<file path="src/design/rom_mem_pkg.sv">
/*
 * SDRAM geometry and read burst timing shared by the controller, the arbiter
 * and the top level. Import it where the constants size ports or time bursts.
 */
package rom_mem_pkg;

    // address width in 16-bit sdram words
    localparam int sdram_aw = 22;

    // edges from the mem_rd launch edge to the edge that samples the first word
    // the second word is sampled one edge later
    localparam int mem_lat = 2;

    // words per read burst that fill one 32-bit line
    localparam int burst_len = 2;

endpackage

</file>
<file path="src/design/rom_data_pkg.sv">
/*
 * Cache line layout and data-width helpers for the read slots.
 * A slot imports this to decode its one-line cache.
 */
package rom_data_pkg;

    // one cached line holds two sdram words
    localparam int line_w = 32;

    // same 32 bits seen as bytes or halfwords
    // little endian so byte 0 and halfword 0 sit in bits 7:0 and 15:0
    typedef union packed {
        logic [line_w/8-1:0][7:0]   b;
        logic [line_w/16-1:0][15:0] h;
    } cache_line_t;

    // low address bits that pick the item inside a line
    function automatic int line_aw_shift(input int dw);
        int sh;
        case (dw)
            8:       sh = 2;
            16:      sh = 1;
            default: sh = 0;
        endcase
        return sh;
    endfunction

endpackage

</file>
<file path="src/design/rom_slot_req.sv">
/*
 * One read slot that maps a consumer address into sdram words, keeps the last
 * line fetched and requests a two-word burst on a miss. Consumer holds cs and addr.
 */
`timescale 1ns/1ps

module rom_slot_req #(
    parameter int aw = 12,
    parameter int dw = 8,
    parameter logic [rom_mem_pkg::sdram_aw-1:0] offset = '0
) (
    input  logic                             clk,
    input  logic                             rst,
    input  logic                             cs,
    input  logic [aw-1:0]                    addr,
    input  logic                             ack,
    input  logic                             dst,
    input  logic                             rdy,
    input  logic [15:0]                      data_read,
    output logic [dw-1:0]                    dout,
    output logic                             ok,
    output logic                             req,
    output logic [rom_mem_pkg::sdram_aw-1:0] sdram_addr
);
    import rom_data_pkg::*;

    // in-line select bits for this width
    localparam int sh = line_aw_shift(dw);
    localparam int saw = $bits(offset);

    cache_line_t     line;
    cache_line_t     line_nx;
    logic [aw-1:0]   line_idx;
    logic [saw-1:0]  word_addr;
    logic [dw-1:0]   dout_nx;
    logic            valid;
    logic            valid_nx;
    logic            hit_nx;
    logic            busy;
    logic            issue;

    // line number with two sdram words per line
    assign line_idx  = addr >> sh;
    assign word_addr = offset + (saw'(line_idx) << 1);

    // line as it will be after this edge
    // low half lands on dst and high half on rdy
    always_comb begin
        line_nx  = line;
        valid_nx = valid;
        if (dst) begin
            line_nx.h[0] = data_read;
        end
        if (rdy) begin
            line_nx.h[1] = data_read;
            valid_nx     = 1'b1;
        end
    end

    // sdram_addr doubles as the tag of the cached line
    assign hit_nx = valid_nx && (sdram_addr == word_addr);

    // new burst only once the previous one is fully back
    assign issue = cs && !hit_nx && !busy;

    // pick the item out of the line through the matching view
    generate
        if (dw == 8) begin : g_byte
            assign dout_nx = line_nx.b[addr[sh-1:0]];
        end else if (dw == 16) begin : g_half
            assign dout_nx = line_nx.h[addr[sh-1:0]];
        end else begin : g_word
            assign dout_nx = line_nx;
        end
    endgenerate

    always_ff @(posedge clk, posedge rst) begin
        if (rst) begin
            req   <= 1'b0;
            busy  <= 1'b0;
            valid <= 1'b0;
            ok    <= 1'b0;
        end else begin
            // ok tracks the address every cycle and drops as soon as it moves
            ok    <= cs && hit_nx;
            valid <= valid_nx;
            // req lasts until the arbiter acknowledges
            if (ack) begin
                req <= 1'b0;
            end
            if (rdy) begin
                busy <= 1'b0;
            end
            if (issue) begin
                req   <= 1'b1;
                busy  <= 1'b1;
                // the line is refilled in place
                valid <= 1'b0;
            end
        end
    end

    // line data, tag and output word
    always_ff @(posedge clk) begin
        line <= line_nx;
        dout <= dout_nx;
        if (issue) begin
            sdram_addr <= word_addr;
        end
    end

endmodule

</file>
<file path="src/design/rom_slot_arbiter.sv">
/*
 * Round-robin arbiter between two read slots in front of one sdram controller.
 * Forwards the winner's request and steers ack, dst and rdy back to it.
 */
`timescale 1ns/1ps

module rom_slot_arbiter (
    input  logic                             clk,
    input  logic                             rst,
    input  logic                             slot0_req,
    input  logic [rom_mem_pkg::sdram_aw-1:0] slot0_addr,
    input  logic                             slot1_req,
    input  logic [rom_mem_pkg::sdram_aw-1:0] slot1_addr,
    input  logic                             ack,
    input  logic                             dst,
    input  logic                             rdy,
    output logic                             slot0_ack,
    output logic                             slot0_dst,
    output logic                             slot0_rdy,
    output logic                             slot1_ack,
    output logic                             slot1_dst,
    output logic                             slot1_rdy,
    output logic                             req,
    output logic [rom_mem_pkg::sdram_aw-1:0] addr
);
    // last is the slot served last time
    // gnt is the slot whose request is waiting for ack
    // owner is the slot whose burst is in flight
    logic last;
    logic pend;
    logic gnt;
    logic owner;
    logic owner_vld;
    logic pick;
    logic sel;

    // on a tie go to the slot not served last
    always_comb begin
        if (slot0_req && slot1_req) begin
            pick = ~last;
        end else begin
            pick = slot1_req;
        end
    end

    // choice is frozen once the request is out
    assign sel  = pend ? gnt : pick;
    assign req  = pend || ((slot0_req || slot1_req) && !owner_vld);
    assign addr = sel ? slot1_addr : slot0_addr;

    // ack belongs to the pending grant
    assign slot0_ack = ack && pend && !gnt;
    assign slot1_ack = ack && pend && gnt;

    // burst flags only reach the owner
    assign slot0_dst = dst && owner_vld && !owner;
    assign slot0_rdy = rdy && owner_vld && !owner;
    assign slot1_dst = dst && owner_vld && owner;
    assign slot1_rdy = rdy && owner_vld && owner;

    always_ff @(posedge clk, posedge rst) begin
        if (rst) begin
            // slot 0 wins the first tie
            last      <= 1'b1;
            pend      <= 1'b0;
            gnt       <= 1'b0;
            owner     <= 1'b0;
            owner_vld <= 1'b0;
        end else begin
            // controller is idle whenever nothing is pending or owned
            if (!pend && !owner_vld && (slot0_req || slot1_req)) begin
                pend <= 1'b1;
                gnt  <= pick;
            end
            if (ack) begin
                pend      <= 1'b0;
                owner     <= gnt;
                owner_vld <= 1'b1;
                last      <= gnt;
            end
            if (rdy) begin
                owner_vld <= 1'b0;
            end
        end
    end

endmodule

</file>
<file path="src/design/sdram_rd_ctrl.sv">
/*
 * Read-only sdram sequencer that takes one request when idle, strobes the memory
 * port and returns the two burst words marked by dst and rdy.
 */
`timescale 1ns/1ps

module sdram_rd_ctrl (
    input  logic                             clk,
    input  logic                             rst,
    input  logic                             req,
    input  logic [rom_mem_pkg::sdram_aw-1:0] addr,
    input  logic [15:0]                      mem_data,
    output logic                             ack,
    output logic                             dst,
    output logic                             rdy,
    output logic [15:0]                      data_read,
    output logic                             mem_rd,
    output logic [rom_mem_pkg::sdram_aw-1:0] mem_addr
);
    import rom_mem_pkg::*;

    localparam int cnt_w  = (mem_lat > 1) ? $clog2(mem_lat) : 1;
    localparam int beat_w = (burst_len > 1) ? $clog2(burst_len) : 1;

    typedef enum logic [1:0] {
        st_idle,
        st_wait,
        st_data
    } state_t;

    state_t            state;
    logic [cnt_w-1:0]  cnt;
    logic [beat_w-1:0] beat;
    logic              take;
    logic              sample;

    // accept only from idle since the arbiter holds req until ack
    assign take = (state == st_idle) && req;

    // mem_data carries a burst word on the last wait edge and each data edge
    assign sample = ((state == st_wait) && (cnt == '0)) || (state == st_data);

    always_ff @(posedge clk, posedge rst) begin
        if (rst) begin
            state  <= st_idle;
            ack    <= 1'b0;
            mem_rd <= 1'b0;
            dst    <= 1'b0;
            rdy    <= 1'b0;
            cnt    <= '0;
            beat   <= '0;
        end else begin
            // all strobes are single cycle
            ack    <= 1'b0;
            mem_rd <= 1'b0;
            dst    <= 1'b0;
            rdy    <= 1'b0;
            case (state)
                st_idle: begin
                    if (req) begin
                        // ack and mem_rd go out together
                        ack    <= 1'b1;
                        mem_rd <= 1'b1;
                        cnt    <= cnt_w'(mem_lat - 1);
                        state  <= st_wait;
                    end
                end
                st_wait: begin
                    if (cnt == '0) begin
                        // first word
                        dst   <= 1'b1;
                        beat  <= beat_w'(1);
                        state <= st_data;
                    end else begin
                        cnt <= cnt - 1'b1;
                    end
                end
                st_data: begin
                    beat <= beat + 1'b1;
                    // last word of the burst and free again next cycle
                    if (beat == beat_w'(burst_len - 1)) begin
                        rdy   <= 1'b1;
                        state <= st_idle;
                    end
                end
                default: begin
                    state <= st_idle;
                end
            endcase
        end
    end

    // address and returned data
    always_ff @(posedge clk) begin
        if (take) begin
            mem_addr <= addr;
        end
        if (sample) begin
            data_read <= mem_data;
        end
    end

endmodule

</file>
<file path="src/design/rom_2slot_sys.sv">
/*
 * Two read slots sharing one read-only sdram through a round-robin arbiter.
 * Consumers hold cs and addr until ok; the memory port has a fixed latency.
 */
`timescale 1ns/1ps

module rom_2slot_sys #(
    parameter int slot0_aw = 12,
    parameter int slot0_dw = 8,
    parameter int slot1_aw = 10,
    parameter int slot1_dw = 32,
    parameter logic [rom_mem_pkg::sdram_aw-1:0] slot0_offset = '0,
    parameter logic [rom_mem_pkg::sdram_aw-1:0] slot1_offset = 22'h10000
) (
    input  logic                             clk,
    input  logic                             rst,
    input  logic                             slot0_cs,
    input  logic [slot0_aw-1:0]              slot0_addr,
    input  logic                             slot1_cs,
    input  logic [slot1_aw-1:0]              slot1_addr,
    input  logic [15:0]                      mem_data,
    output logic [slot0_dw-1:0]              slot0_dout,
    output logic                             slot0_ok,
    output logic [slot1_dw-1:0]              slot1_dout,
    output logic                             slot1_ok,
    output logic                             mem_rd,
    output logic [rom_mem_pkg::sdram_aw-1:0] mem_addr
);
    import rom_mem_pkg::*;

    // slot side of the arbiter
    logic                s0_req;
    logic                s0_ack;
    logic                s0_dst;
    logic                s0_rdy;
    logic [sdram_aw-1:0] s0_addr;
    logic                s1_req;
    logic                s1_ack;
    logic                s1_dst;
    logic                s1_rdy;
    logic [sdram_aw-1:0] s1_addr;

    // controller side
    logic                ctl_req;
    logic                ctl_ack;
    logic                ctl_dst;
    logic                ctl_rdy;
    logic [sdram_aw-1:0] ctl_addr;
    logic [15:0]         data_read;

    // byte-wide slot at the bottom of sdram
    rom_slot_req #(
        .aw     (slot0_aw),
        .dw     (slot0_dw),
        .offset (slot0_offset)
    ) u_slot0 (
        .clk        (clk),
        .rst        (rst),
        .cs         (slot0_cs),
        .addr       (slot0_addr),
        .ack        (s0_ack),
        .dst        (s0_dst),
        .rdy        (s0_rdy),
        .data_read  (data_read),
        .dout       (slot0_dout),
        .ok         (slot0_ok),
        .req        (s0_req),
        .sdram_addr (s0_addr)
    );

    // word-wide slot in its own region
    rom_slot_req #(
        .aw     (slot1_aw),
        .dw     (slot1_dw),
        .offset (slot1_offset)
    ) u_slot1 (
        .clk        (clk),
        .rst        (rst),
        .cs         (slot1_cs),
        .addr       (slot1_addr),
        .ack        (s1_ack),
        .dst        (s1_dst),
        .rdy        (s1_rdy),
        .data_read  (data_read),
        .dout       (slot1_dout),
        .ok         (slot1_ok),
        .req        (s1_req),
        .sdram_addr (s1_addr)
    );

    rom_slot_arbiter u_arbiter (
        .clk        (clk),
        .rst        (rst),
        .slot0_req  (s0_req),
        .slot0_addr (s0_addr),
        .slot1_req  (s1_req),
        .slot1_addr (s1_addr),
        .ack        (ctl_ack),
        .dst        (ctl_dst),
        .rdy        (ctl_rdy),
        .slot0_ack  (s0_ack),
        .slot0_dst  (s0_dst),
        .slot0_rdy  (s0_rdy),
        .slot1_ack  (s1_ack),
        .slot1_dst  (s1_dst),
        .slot1_rdy  (s1_rdy),
        .req        (ctl_req),
        .addr       (ctl_addr)
    );

    sdram_rd_ctrl u_ctrl (
        .clk       (clk),
        .rst       (rst),
        .req       (ctl_req),
        .addr      (ctl_addr),
        .mem_data  (mem_data),
        .ack       (ctl_ack),
        .dst       (ctl_dst),
        .rdy       (ctl_rdy),
        .data_read (data_read),
        .mem_rd    (mem_rd),
        .mem_addr  (mem_addr)
    );

endmodule

</file>
<file path="config.mk">
export PLATFORM = sky130hd
export DESIGN_NAME = rom_2slot_sys
export DESIGN_NICKNAME = d
export VERILOG_FILES = /design/src/design/rom_mem_pkg.sv /design/src/design/rom_data_pkg.sv /design/src/design/rom_slot_req.sv /design/src/design/rom_slot_arbiter.sv /design/src/design/sdram_rd_ctrl.sv /design/src/design/rom_2slot_sys.sv
export SDC_FILE = /design/constraint.sdc
export NUM_CORES = 1
export LEC_CHECK = 0
export BUFFER_PORTS_ARGS = -buffer_cell sky130_fd_sc_hd__buf_2
export CORE_MARGIN = 3
export CORE_UTILIZATION = 35
export CTS_CLUSTER_SIZE = 14
export DETAILED_ROUTE_END_ITERATION = 10
export PLACE_DENSITY_LB_ADDON = 0.05
export SETUP_SLACK_MARGIN = 0.5
export SYNTH_ARGS = -nofsm -noshare
export SYNTH_HDL_FRONTEND = slang
export SYNTH_SLANG_ARGS = --single-unit
</file>
<file path="constraint.sdc">
create_clock -name clk -period 5.5 [get_ports clk]
set_clock_uncertainty 0.15 [all_clocks]
set_input_delay 0 -clock clk [delete_from_list [all_inputs] [get_ports clk]]
set_output_delay 0 -clock clk [all_outputs]
set_load 0.005 [all_outputs]
</file>
Word level (Yosys, flattened, before mapping)

Index checks and enable logic that the tools add are counted.

Register bits: 154
Bits of input ports: 42
Word-level logic and storage cells: 125

Reductions and logical operators: 46
Magnitude comparators: 1
Add/sub/neg operators: 3
Eq/ne operators: 7
Bitwise gates (word level): 2
Multiplexer cells: 38

Operator list:

| cell                     | count |
|---|---|
| $mux W16                 | 2 |
| $mux W1                  | 27 |
| $logic_and A1 B1 Y1      | 23 |
| $add A17 B11 Y18 const A | 1 |
| $eq A18 B18 Y1           | 1 |
| $bmux W8 S2              | 1 |
| $reduce_bool A2 Y1       | 8 |
| $mux W11                 | 1 |
| $eq A10 B10 Y1           | 1 |
| $logic_not A1 Y1         | 8 |
| $mux W8                  | 1 |
| $mux W2                  | 3 |
| $pmux W2 S3              | 1 |
| $ne A2 B1 Y1 const B     | 2 |
| $pmux W1 S2              | 2 |
| $reduce_and A2 Y1        | 2 |
| $logic_or A1 B1 Y1       | 3 |
| $lt A2 B3 Y1 const B     | 1 |
| $reduce_and A3 Y1        | 1 |
| $eq A2 B1 Y1 const B     | 1 |
| $eq A2 B2 Y1 const B     | 1 |
| $logic_not A2 Y1         | 1 |
| $ne A2 B2 Y1 const B     | 1 |
| $not A1 Y1               | 2 |
| 2 further kinds          | 2 |

Depth between registers and ports, before layout

Depth after elaboration: 8
Mapped depth: 6
Gate-level depth less buffers: 4

Modules after synthesis

From an unflattened synthesis, not the netlist that was laid out.

Cell total of the unflattened synthesis: 339
Area, all modules: 5675.4 um^2

By module, submodules not included:

| module                 | cells each | area an instance (um^2) | sequential area each (um^2) | instances |
|---|---|---|---|---|
| rom_slot_req (u_slot0) | 141        | 2109.5                  | 1201.2                      | 1 |
| rom_slot_req (u_slot1) | 84         | 1625.3                  | 1361.3                      | 1 |
| sdram_rd_ctrl          | 61         | 1413.9                  | 1316.3                      | 1 |
| rom_slot_arbiter       | 53         | 526.8                   | 126.4                       | 1 |

Worst setup path after synthesis

Ideal clock, no wire load.

Path type: register to register
Start: reg u_arbiter.owner_vld
End: reg u_slot1.sdram_addr[10] (netlist name) (enable)
Arrival: 1.754 ns
Setup time: 0.386 ns
Stages on the path, launching flop included: 5
Path slack: 3.209 ns
Cell sequence: dfrtp_1 buf_6 and3_1 o211a_1 a31oi_1

Word-level cells in the longest chain between the ends: 7

RTL lines:

| element                           | line                   | RTL |
|---|---|---|
| start: declaration                | rom_slot_arbiter.sv:33 | `logic owner_vld;` |
| start signal: assignment          | rom_slot_arbiter.sv:68 | `owner_vld <= 1'b0;` |
| start signal: assignment          | rom_slot_arbiter.sv:78 | `owner_vld <= 1'b1;` |
| start signal: assignment          | rom_slot_arbiter.sv:82 | `owner_vld <= 1'b0;` |
| $logic_and A1 B1 Y1 (2 in series) | rom_slot_arbiter.sv:59 | `assign slot1_rdy = rdy && owner_vld && owner;` |
| net s1_rdy                        | rom_2slot_sys.sv:40    | `logic s1_rdy;` |
| $mux W1                           | rom_slot_req.sv:54     | `if (rdy) begin` |
| $logic_and A1 B1 Y1               | rom_slot_req.sv:61     | `assign hit_nx = valid_nx && (sdram_addr == word_addr);` |
| $logic_not A1 Y1                  | rom_slot_req.sv:64     | `assign issue = cs && !hit_nx && !busy;` |
| $logic_and A1 B1 Y1 (2 in series) | rom_slot_req.sv:64     |  |
| net u_slot1.issue                 | rom_slot_req.sv:40     | `logic issue;` |
| end signal: assignment            | rom_slot_req.sv:108    | `sdram_addr <= word_addr;` |
| end: declaration                  | rom_slot_req.sv:23     | `output logic [rom_mem_pkg::sdram_aw-1:0] sdram_addr` |

The timed path passes the listed nets, and every way through them passes these cells.
A chain may end at the register's enable or synchronous reset.

==> metrics.md <==
| Metric | Value |
|---|---|
| Setup tns final | `0 ns` |
| Top post-synthesis cells by area | `edfxtp_1, dfxtp_1, dfrtp_1` |
| Minimum clock period | `2.73 ns` |
| Initial antenna violation count | `0` |
| Overall fraction of global-route tracks in use | `0.144` |
| RePlAce Congestion | `0.742` |
| CP arrival | `between 2 and 3 ns` |
| Reg area | `about 3700 sq um` |
| Via density | `roughly 4.6` |
| Placed Cells | `about 630` |
| Final Slew Violations | `0` |
| Post-route insts no fill | `~700` |
| Htree depth | `4` |
| Post-CTS Setup Repair Bufs | `0` |
| Yosys warns | `0` |
| Dpl hpwl | `roughly 7.4 mm` |
| Mapped cell area | `roughly 5000 sq um` |
| Share of layout cells above drive strength 1 | `0.318` |
| Crit end category | `flip-flop` |
| Commonest cells after routing, fill and taps aside | `buf_2, edfxtp_1, nand2_1` |
| Final Instance Area | `between 6000 and 7000 sq um` |
| Die Y-Extent | `around 130 um` |
| Drt wl/cell | `between 15 and 20 um` |
| Multi-input gate area | `1330 sq um` |
| Worst-Margin Slew | `approximately 1.1 ns` |
| Worst setup SP type | `flip-flop` |
| FFs w/ async S/R, synth | `0.144` |
| Critical path fanouts, max | `18` |
| VDD IR max | `roughly 0.26 mV` |
| Setup ws final | `2.77 ns` |
| Die X | `between 100 and 150 um` |
| Place WS | `between 2 and 3 ns` |
| Clock Sinks | `about 140` |
| Post-synth top area share | `0.461` |
| DRT iter0 DRCs | `between 200 and 250` |
| Total CTS buffers | `17` |
| Leakage Power | `about 2.8 nW` |
| Area post-placement | `5760 sq um` |
| Worst-path clk slew | `~0.06 ns` |
| Clock root buffer | `clkbuf_16` |
| Worst hold slack | `around 0.12 ns` |
| Latest clock arrival within the worst-skew pair | `0.41 ns` |
| Setup violators final | `0` |
| Layout area overhead | `31.8%` |
| Die area | `between 15,000 and 20,000 sq um` |
| Final Cycle Share | `0.496` |
| Final wirelength | `between 10 and 15 mm` |
| Row count | `43` |
| DRC Markers | `0` |
| Number of diodes | `0` |
| Power Dens Cells | `slightly below 500 nW/um^2` |
| Critical setup path kind | `reg2reg` |
| # nets final | `551` |
| Yosys cell types | `45` |
| Length in cells of the worst reg-to-reg path | `5` |
| Seq/Total Area, Yosys | `0.714` |
| Max Cap Viol | `0` |
| Mapped Cells | `361` |
| Antenna-violating nets left | `0` |
| First-pass GRT wire length | `~18 mm` |
| Vias | `between 3k and 4k` |
| Primary FF master, synth | `edfxtp_1` |
| GRT Residual Overflow | `0` |
| Largest net degree at the start of global routing | `21` |
| Initial Utilization | `0.364` |
| Yosys reg bits | `between 100 and 150` |
| EDFF count, synth | `79` |
| CTS Buffer Depth | `2` |
| Post-synth top area cell | `edfxtp_1` |
| Final Hold Fails | `0` |
| CTS tree | `done` |
| Most common cell after layout, fill and taps aside | `buf_2` |
| First-pass DRT Iterations | `4` |
| Core Region | `between 10,000 and 15,000 sq um` |
| Final core utilization | `0.480` |
| I/O pins | `about 110` |
| Slew headroom | `0.251` |
| Vias in the first global route | `~3.4k` |
| RSZ-0062 raised after global routing | `no` |
| Hold WC Path Type | `in2async` |
| Outcome | `finished, final reports clean` |
| Input/output buffers | `95` |
| Avg Inst Size Synth | `about 14 sq um` |
| Max Fclk | `367 MHz` |
| Layout fillers | `~1.3k` |
| Tot Pwr | `between 3 and 4 mW` |
| Worst EP required | `about 5.6 ns` |
## layout make-up
type                    instances  share of cell area
clock buffers                  25              0.0824
clock inverters                 7             0.00682
inverters                       8             0.00442
multi-input cells             203               0.196
flip-flops and latches        139               0.541
well taps                     180              0.0332
repair buffers                140               0.135
## what timing repair did
item                                   CTS  global route
gates resized for setup                  0             0
endpoints found under the hold margin   75             0
hold buffers                            42             0
## final timing paths
check	endpoint	slack [ns]	from
max	u_slot0.dout[7]	2.77	u_arbiter.owner_vld
min	u_ctrl.state[1]	0.12	rst
max reg2reg	u_slot0.dout[7]	2.77	u_arbiter.owner_vld
min reg2reg	u_slot0.line[27]	0.29	u_slot0.line[27]
max in group asynchronous	u_ctrl.dst	4.59	rst
min in group clk	u_ctrl.data_read[9]	0.15	mem_data[9]
## report_power, final
part / total (mW) / internal, mW / switching, mW / leakage (nW)
Combinational: 0.597 / 0.291 / 0.306 / 1.19
Clock: 1.13 / 0.707 / 0.421 / 0.301
Sequential: 1.61 / 1.44 / 0.178 / 1.31
## state kept, by name, indices dropped and copies added, names as in the netlist, 2 cells and up
signal,count
u_ctrl.data_read,16
u_ctrl.mem_addr,11
u_ctrl.state,2
u_slot0.dout,8
u_slot0.line,32
u_slot0.sdram_addr,10
u_slot1.dout,32
u_slot1.sdram_addr,10
## worst max-delay path, stage by stage, from the launching register on
cell	delay, ns
dfrtp_1	0.56
and3b_1	0.76
mux2_4	0.36
mux2i_1	0.14
o22ai_1	0.09
dlygate4sd3_1	0.55
## cells by family after synthesis
| family | count (synthesis) | synth area share |
|---|---|---|
| other cells | 1 | 0.000729 |
| xor+xnor | 20 | 0.0340 |
| buf+inv | 29 | 0.0352 |
| flops | 139 | 0.714 |
| compound gates | 50 | 0.0647 |
| mux | 30 | 0.0666 |
| simple gates | 92 | 0.0848 |
## Yosys cell counts, types with 3 or more instances
master / number
o22ai_1: 16
mux2_2: 26
buf_4: 12
dfrtp_1: 19
edfxtp_1: 79
xor2_1: 8
nor2_1: 18
o21ai_0: 13
xnor2_1: 12
dfxtp_1: 40
buf_2: 4
o32ai_1: 7
nand2_1: 53
inv_1: 8
buf_6: 3
## layer usage
layer / up-vias / track usage / routed length (um)
met5: - / 0 / 0
met2: 75 / 0.235 / 5380
met1: 1543 / 0.185 / 5060
met3: 12 / 0.0414 / 515
li1: 1580 / - / -
met4: 0 / 0.0511 / 150
Power figures use the tool's default switching activity.
